**config.mk**
```make
export PLATFORM = sky130hd
export DESIGN_NAME = next_ip_select
export DESIGN_NICKNAME = d
export VERILOG_FILES = /design/src/hdl/fetch_pkg.sv /design/src/hdl/predict_pkg.sv /design/src/hdl/next_ip_select.sv
export SDC_FILE = /design/constraint.sdc
export NUM_CORES = 1
export LEC_CHECK = 0
export BUFFER_PORTS_ARGS = -buffer_cell sky130_fd_sc_hd__buf_2
export CORE_UTILIZATION = 42
export CTS_CLUSTER_SIZE = 14
export DETAILED_ROUTE_END_ITERATION = 12
export PLACE_DENSITY = 0.83
export SLEW_MARGIN = 0
export SYNTH_ARGS = -nofsm -noshare
export SYNTH_HDL_FRONTEND = slang
export SYNTH_SLANG_ARGS = --single-unit
```
**constraint.sdc**
```tcl
create_clock -name clk -period 2.9 [get_ports clk]
set_input_delay 0.145 -clock clk [delete_from_list [all_inputs] [get_ports clk]]
set_output_delay 0.145 -clock clk [all_outputs]
set_load 0.01 [all_outputs]
```
**src/hdl/fetch_pkg.sv**
```systemverilog
`default_nettype none

package fetch_pkg;

  // fetch address width
  localparam int ADDR_W = 32;

  // one fetch block is 16 bytes
  localparam int BLOCK_SHIFT = 4;

  typedef logic [ADDR_W-1:0] addr_t;

  // where the current fetch address came from
  typedef enum logic [1:0] {
    src_seq  = 2'd0,
    src_way0 = 2'd1,
    src_way1 = 2'd2
  } next_src_e;

  // byte step between consecutive blocks
  localparam addr_t BLOCK_BYTES = addr_t'(1) << BLOCK_SHIFT;

  // block number of an address, offset bits dropped
  function automatic logic [31:0] block_of(addr_t ip);
    return 32'(ip >> BLOCK_SHIFT);
  endfunction

endpackage

`default_nettype wire

```
**src/hdl/predict_pkg.sv**
```systemverilog
`default_nettype none

package predict_pkg;
  import fetch_pkg::*;

  // global history length
  localparam int HIST_W = 14;

  typedef logic [HIST_W-1:0] hist_t;

  // bit 0 picks the way-0 target, bit 1 the way-1 target
  typedef logic [1:0] pred_t;

  // table flipped by the next mispredict
  typedef enum logic [1:0] {
    tbl_a = 2'd0,
    tbl_b = 2'd1,
    tbl_c = 2'd2
  } tbl_sel_e;

  function automatic logic [31:0] idx_mask(int unsigned w);
    return (32'h1 << w) - 32'h1;
  endfunction

  // mostly address, 2 history bits at the bottom
  function automatic logic [31:0] index_a(addr_t ip, hist_t ght, int unsigned w);
    return ((block_of(ip) << 2) | 32'(ght[1:0])) & idx_mask(w);
  endfunction

  // even split of address and history
  function automatic logic [31:0] index_b(addr_t ip, hist_t ght, int unsigned w);
    int unsigned ha;
    int unsigned hh;
    ha = w / 2;
    hh = w - ha;
    return ((block_of(ip) & idx_mask(ha)) << hh) | (32'(ght) & idx_mask(hh));
  endfunction

  // 2 address bits, rest is history
  function automatic logic [31:0] index_c(addr_t ip, hist_t ght, int unsigned w);
    return ((block_of(ip) & 32'h3) << (w - 2)) | (32'(ght) & idx_mask(w - 2));
  endfunction

endpackage

`default_nettype wire

```
**src/hdl/next_ip_select.sv**
```systemverilog
`timescale 1ns/1ps
`default_nettype none

module next_ip_select
  import fetch_pkg::*;
  import predict_pkg::*;
#(
  parameter addr_t RESET_IP = 32'h0000_1000
) (
  input  wire logic  clk,
  input  wire logic  rst,
  input  wire logic  fetch_adv,
  input  wire pred_t pred,
  input  wire logic  hit0,
  input  wire logic  hit1,
  input  wire addr_t target0,
  input  wire addr_t target1,
  input  wire logic  retire_valid,
  input  wire logic  retire_mispred,
  input  wire addr_t retire_target,
  input  wire hist_t retire_ght,
  output addr_t      cur_ip,
  output hist_t      cur_ght,
  output next_src_e  fetch_src
);

  addr_t     ip_q;
  hist_t     ght_q;
  next_src_e src_q;

  addr_t     nxt_ip;
  hist_t     nxt_ght;
  next_src_e nxt_src;

  logic take0;
  logic take1;
  logic redirect;

  // a predicted jump only counts with a tag hit
  assign take0 = pred[0] && hit0;
  assign take1 = pred[1] && hit1;
  assign redirect = retire_valid && retire_mispred;

  always_comb begin
    if (take0) begin
      nxt_ip  = target0;
      nxt_ght = {ght_q[HIST_W-2:0], 1'b1};
      nxt_src = src_way0;
    end else if (take1) begin
      nxt_ip  = target1;
      nxt_ght = {ght_q[HIST_W-3:0], 2'b01};
      nxt_src = src_way1;
    end else begin
      nxt_ip  = ip_q + BLOCK_BYTES;
      nxt_ght = {ght_q[HIST_W-3:0], 2'b00};
      nxt_src = src_seq;
    end
  end

  // mispredict wins over fetch_adv
  always_ff @(posedge clk) begin
    if (rst) begin
      ip_q  <= RESET_IP;
      ght_q <= '0;
      src_q <= src_seq;
    end else if (redirect) begin
      ip_q  <= retire_target;
      ght_q <= retire_ght;
      src_q <= src_seq;
    end else if (fetch_adv) begin
      ip_q  <= nxt_ip;
      ght_q <= nxt_ght;
      src_q <= nxt_src;
    end
  end

  assign cur_ip = ip_q;
  assign cur_ght = ght_q;
  assign fetch_src = src_q;

endmodule

`default_nettype wire

```
==> results.md <==
* Outcome: completed
* Total length of routed wires at 12.5 mm
* Worst-path clk slew at 0.10 ns
* Number of distinct library cell variants in the gate-level netlist after synthesis at 56
* Arrival @ worst endpoint at 2.59 ns
* Remaining antenna violation count at 0
* Hold Fails Final Rpt at 0
* EDFF count, synth at 0
* Top-level I/O count at 167
* Post-synthesis cell area at 3430 sq um
* Layout cell share with drive strength beyond 1 at 31.4%
* WL per Instance at 17.5 um
* Setup repair after global routing missed its margin: no
* Via count at 4428
* Synth warn at 0
* DRC violation count after routing at 0
* Hold crit path type: primary input to flop
* Count of pins over their slew limit at 0
* Skew-Pair Late Insertion Delay at 0.31 ns
* Final period utilization at 82.1%
* Die Outline Area at 8520 sq um
* Worst Hold Slack at 0.0677 ns
* Drt initial violations at 362
* First-pass iteration count of the detailed router at 8
* Clock tree from TritonCTS: yes
* Yosys reg bits at 48
* Utilization after layout at 56.3%
* Slew @ Worst Pin at 0.816 ns
* Final number of setup-violating endpoints at 0
* Ratio of routed vias to standard cells at 6.18
* Min Tclk post-route at 2.38 ns
* Pleak at 1.94 nW
* Hold buffer count at cts at 0
* Number of inserted filler cells in the final layout at 751
* Syn avg cell area at 7.24 sq um
* Setup slack of the critical path after layout at 0.519 ns
* Achievable clock frequency at 420 MHz
* Slew Limit Headroom at 45.1%
* Number of buffers inserted by port buffering at 166
* CTS sink cnt at 48
* Worst ir drop on vdd at 0.224 mV
* Max-cap viol count at 0
* Final TNS setup at 0 ns
* Commonest register cell after synthesis: sky130_fd_sc_hd__dfxtp_1
* Post-placement cell count at 708
* Number of clock buffers inserted by TritonCTS at 5
* Post-synth net total at 593
* Clock H-tree levels at 2
* Antenna Cells at 0
* Count of cells resized by post-cts repair at 0
* Starting Density at 43.9%
* Number of placement rows at 32
* Remaining Overflow, GRT at 0
* Pre-CTS worst setup slack at 0.569 ns
* Setup fix buffers added after clock tree synthesis at 0
* Die Width at 92.3 um
* Required time of the critical path at 3.11 ns
* Final weighted congestion of routability-driven global placement at 0.941
* Vertical extent of the die at 92.3 um
* Final Non-Filler Cells at 716
* Pin count of the biggest net entering global routing at 60
* Post-synthesis sequential area ratio at 28.0%
* Global-route wire length before repair at 20.0 mm
* Net total in the final layout at 733
* Vias in the first global route at 4156
* Worst R2R Setup Slack at 0.52 ns
* Async SR Flop Fraction at 0%
* Category of the worst setup path launch point: flop
* Area growth from synthesis to layout at 28.2%
* Placeable Area at 7810 sq um
* Setup crit end kind: flop
* Peak fanout along the critical path at 9
* Clock Tree Root: sky130_fd_sc_hd__clkbuf_8
* Max Clock Skew at 0.0141 ns
* Power density over the cells at 394 nW/um^2
* Total global-route track usage at 28.7%
* Initial antenna violation count at 1
* Detailed placement HPWL at 8.92 mm
* Gate Count Post-Synth at 473
* Max clock buf depth at 2
* Startpoint-to-endpoint class of the critical path: flop to flop
[stage by stage]
stage / cell area, sq um / total power, mW
after floorplan: 3430 / 1.08
final: 4390 / 1.73
after global placement: 4300 / 1.28
after global routing: 4390 / 1.82
after CTS: 4390 / 1.72
after detailed placement: 4300 / 1.30
[cells in the final DEF (no fill, tap or decap), types with 2 or more instances in the layout]
cell type / Yosys / routed
sky130_fd_sc_hd__a311oi_1: 16 / 16
sky130_fd_sc_hd__and2_2: 0 / 2
sky130_fd_sc_hd__o311a_1: 2 / 2
sky130_fd_sc_hd__o211ai_1: 7 / 7
sky130_fd_sc_hd__nand2_1: 60 / 60
sky130_fd_sc_hd__nand3b_1: 2 / 2
sky130_fd_sc_hd__nand4b_1: 3 / 3
sky130_fd_sc_hd__mux2i_1: 2 / 2
sky130_fd_sc_hd__a21boi_0: 2 / 2
sky130_fd_sc_hd__o221ai_1: 4 / 4
sky130_fd_sc_hd__a211oi_1: 9 / 9
sky130_fd_sc_hd__a21o_1: 2 / 2
sky130_fd_sc_hd__a211o_1: 9 / 9
sky130_fd_sc_hd__nand3_1: 11 / 11
sky130_fd_sc_hd__o32ai_1: 2 / 2
sky130_fd_sc_hd__o21ai_0: 20 / 20
sky130_fd_sc_hd__and4_1: 3 / 3
sky130_fd_sc_hd__a2111oi_0: 3 / 3
sky130_fd_sc_hd__and3_1: 9 / 9
sky130_fd_sc_hd__xor2_1: 7 / 7
sky130_fd_sc_hd__a221o_1: 10 / 10
sky130_fd_sc_hd__clkbuf_8: 0 / 6
sky130_fd_sc_hd__nand4_1: 10 / 10
sky130_fd_sc_hd__nor4b_1: 3 / 3
sky130_fd_sc_hd__nor4_1: 7 / 7
sky130_fd_sc_hd__xnor2_1: 6 / 6
sky130_fd_sc_hd__o31ai_1: 2 / 2
sky130_fd_sc_hd__inv_1: 8 / 8
sky130_fd_sc_hd__dfxtp_1: 48 / 48
sky130_fd_sc_hd__a31oi_1: 4 / 4
sky130_fd_sc_hd__a21oi_1: 38 / 38
sky130_fd_sc_hd__nor3_1: 13 / 13
sky130_fd_sc_hd__buf_2: 3 / 166
sky130_fd_sc_hd__buf_4: 0 / 11
sky130_fd_sc_hd__and2_1: 4 / 2
sky130_fd_sc_hd__or3_1: 4 / 4
sky130_fd_sc_hd__o41ai_1: 2 / 2
sky130_fd_sc_hd__a221oi_1: 15 / 15
sky130_fd_sc_hd__nor2_1: 65 / 65
[sequential cells by signal, indices dropped and copies added (netlist names)]
signal,cells
cur_ght,14
cur_ip,32
fetch_src,2
[final timing paths]
path                   from     endpoint  cells after the start
min          retire_ght[10]  cur_ght[10]                      3
min reg2reg       cur_ip[2]    cur_ip[2]                      2
max               cur_ip[4]   cur_ip[22]                      6
max reg2reg       cur_ip[4]   cur_ip[22]                      6
[cell families after synthesis]
| group | after synthesis | share of synthesized area, % |
|---|---|---|
| DFF | 48 | 28.0 |
| and+or+nand+nor | 201 | 28.9 |
| xor gates and xnor gates | 13 | 3.32 |
| AOI/OAI and AO/OA | 156 | 33.0 |
| adders and majority gates | 1 | 0.365 |
| buffers and inverters | 52 | 5.84 |
| muxes | 2 | 0.584 |
[critical path, cell delays in order (launching register included)]
cell	delay [ns]
sky130_fd_sc_hd__dfxtp_1	0.46
sky130_fd_sc_hd__ha_1	0.33
sky130_fd_sc_hd__nand4_4	0.17
sky130_fd_sc_hd__nor4_4	0.64
sky130_fd_sc_hd__nand3_1	0.17
sky130_fd_sc_hd__nor4b_1	0.17
sky130_fd_sc_hd__or3_1	0.35
[final cells by class]
class,instances,area (sq um),area share [%]
Clock buffer,7,86.3,1.97
Tap cell,102,128,2.91
Multi-Input combinational cell,373,2270,51.6
Timing Repair Buffer,177,913,20.8
Inverter,8,30.0,0.684
Sequential cell,48,961,21.9
Clock inverter,1,7.51,0.171
[per-layer routing]
| metal | up-vias | GRT usage (%) | wire [um] |
|---|---|---|---|
| met3 | 38 | 7.06 | 1300 |
| met5 | - | 0 | 13 |
| met2 | 266 | 46.4 | 5660 |
| li1 | 2073 | - | - |
| met1 | 2049 | 37.0 | 5210 |
| met4 | 2 | 10.3 | 323 |
[cells in the mapped netlist (all sizes together) (7+ instances only)]
| cell | count | area share [%] |
|---|---|---|
| nor4 | 8 | 1.9 |
| nand2 | 60 | 6.6 |
| clkbuf | 38 | 4.2 |
| a211o | 9 | 2.3 |
| a311oi | 16 | 4.1 |
| a21oi | 38 | 5.6 |
| nand4 | 12 | 2.8 |
| a211oi | 10 | 2.3 |
| o21ai | 20 | 2.9 |
| nor3 | 13 | 1.9 |
| nand3 | 11 | 1.6 |
| a221o | 10 | 2.9 |
| dfxtp | 48 | 28 |
| inv | 8 | 0.88 |
| a221oi | 15 | 3.8 |
| and3 | 10 | 1.9 |
| nor2 | 65 | 7.1 |
| o211ai | 7 | 1.5 |
| xor2 | 7 | 1.8 |
[where the power goes]
part | switching, mW | internal [mW] | total (mW)
Clock | 0.244 | 0.195 | 0.439
Sequential | 0.0768 | 0.713 | 0.790
Combinational | 0.276 | 0.223 | 0.500
Total | 0.598 | 1.13 | 1.73
Note: power is estimated with default switching activity, not from simulation.
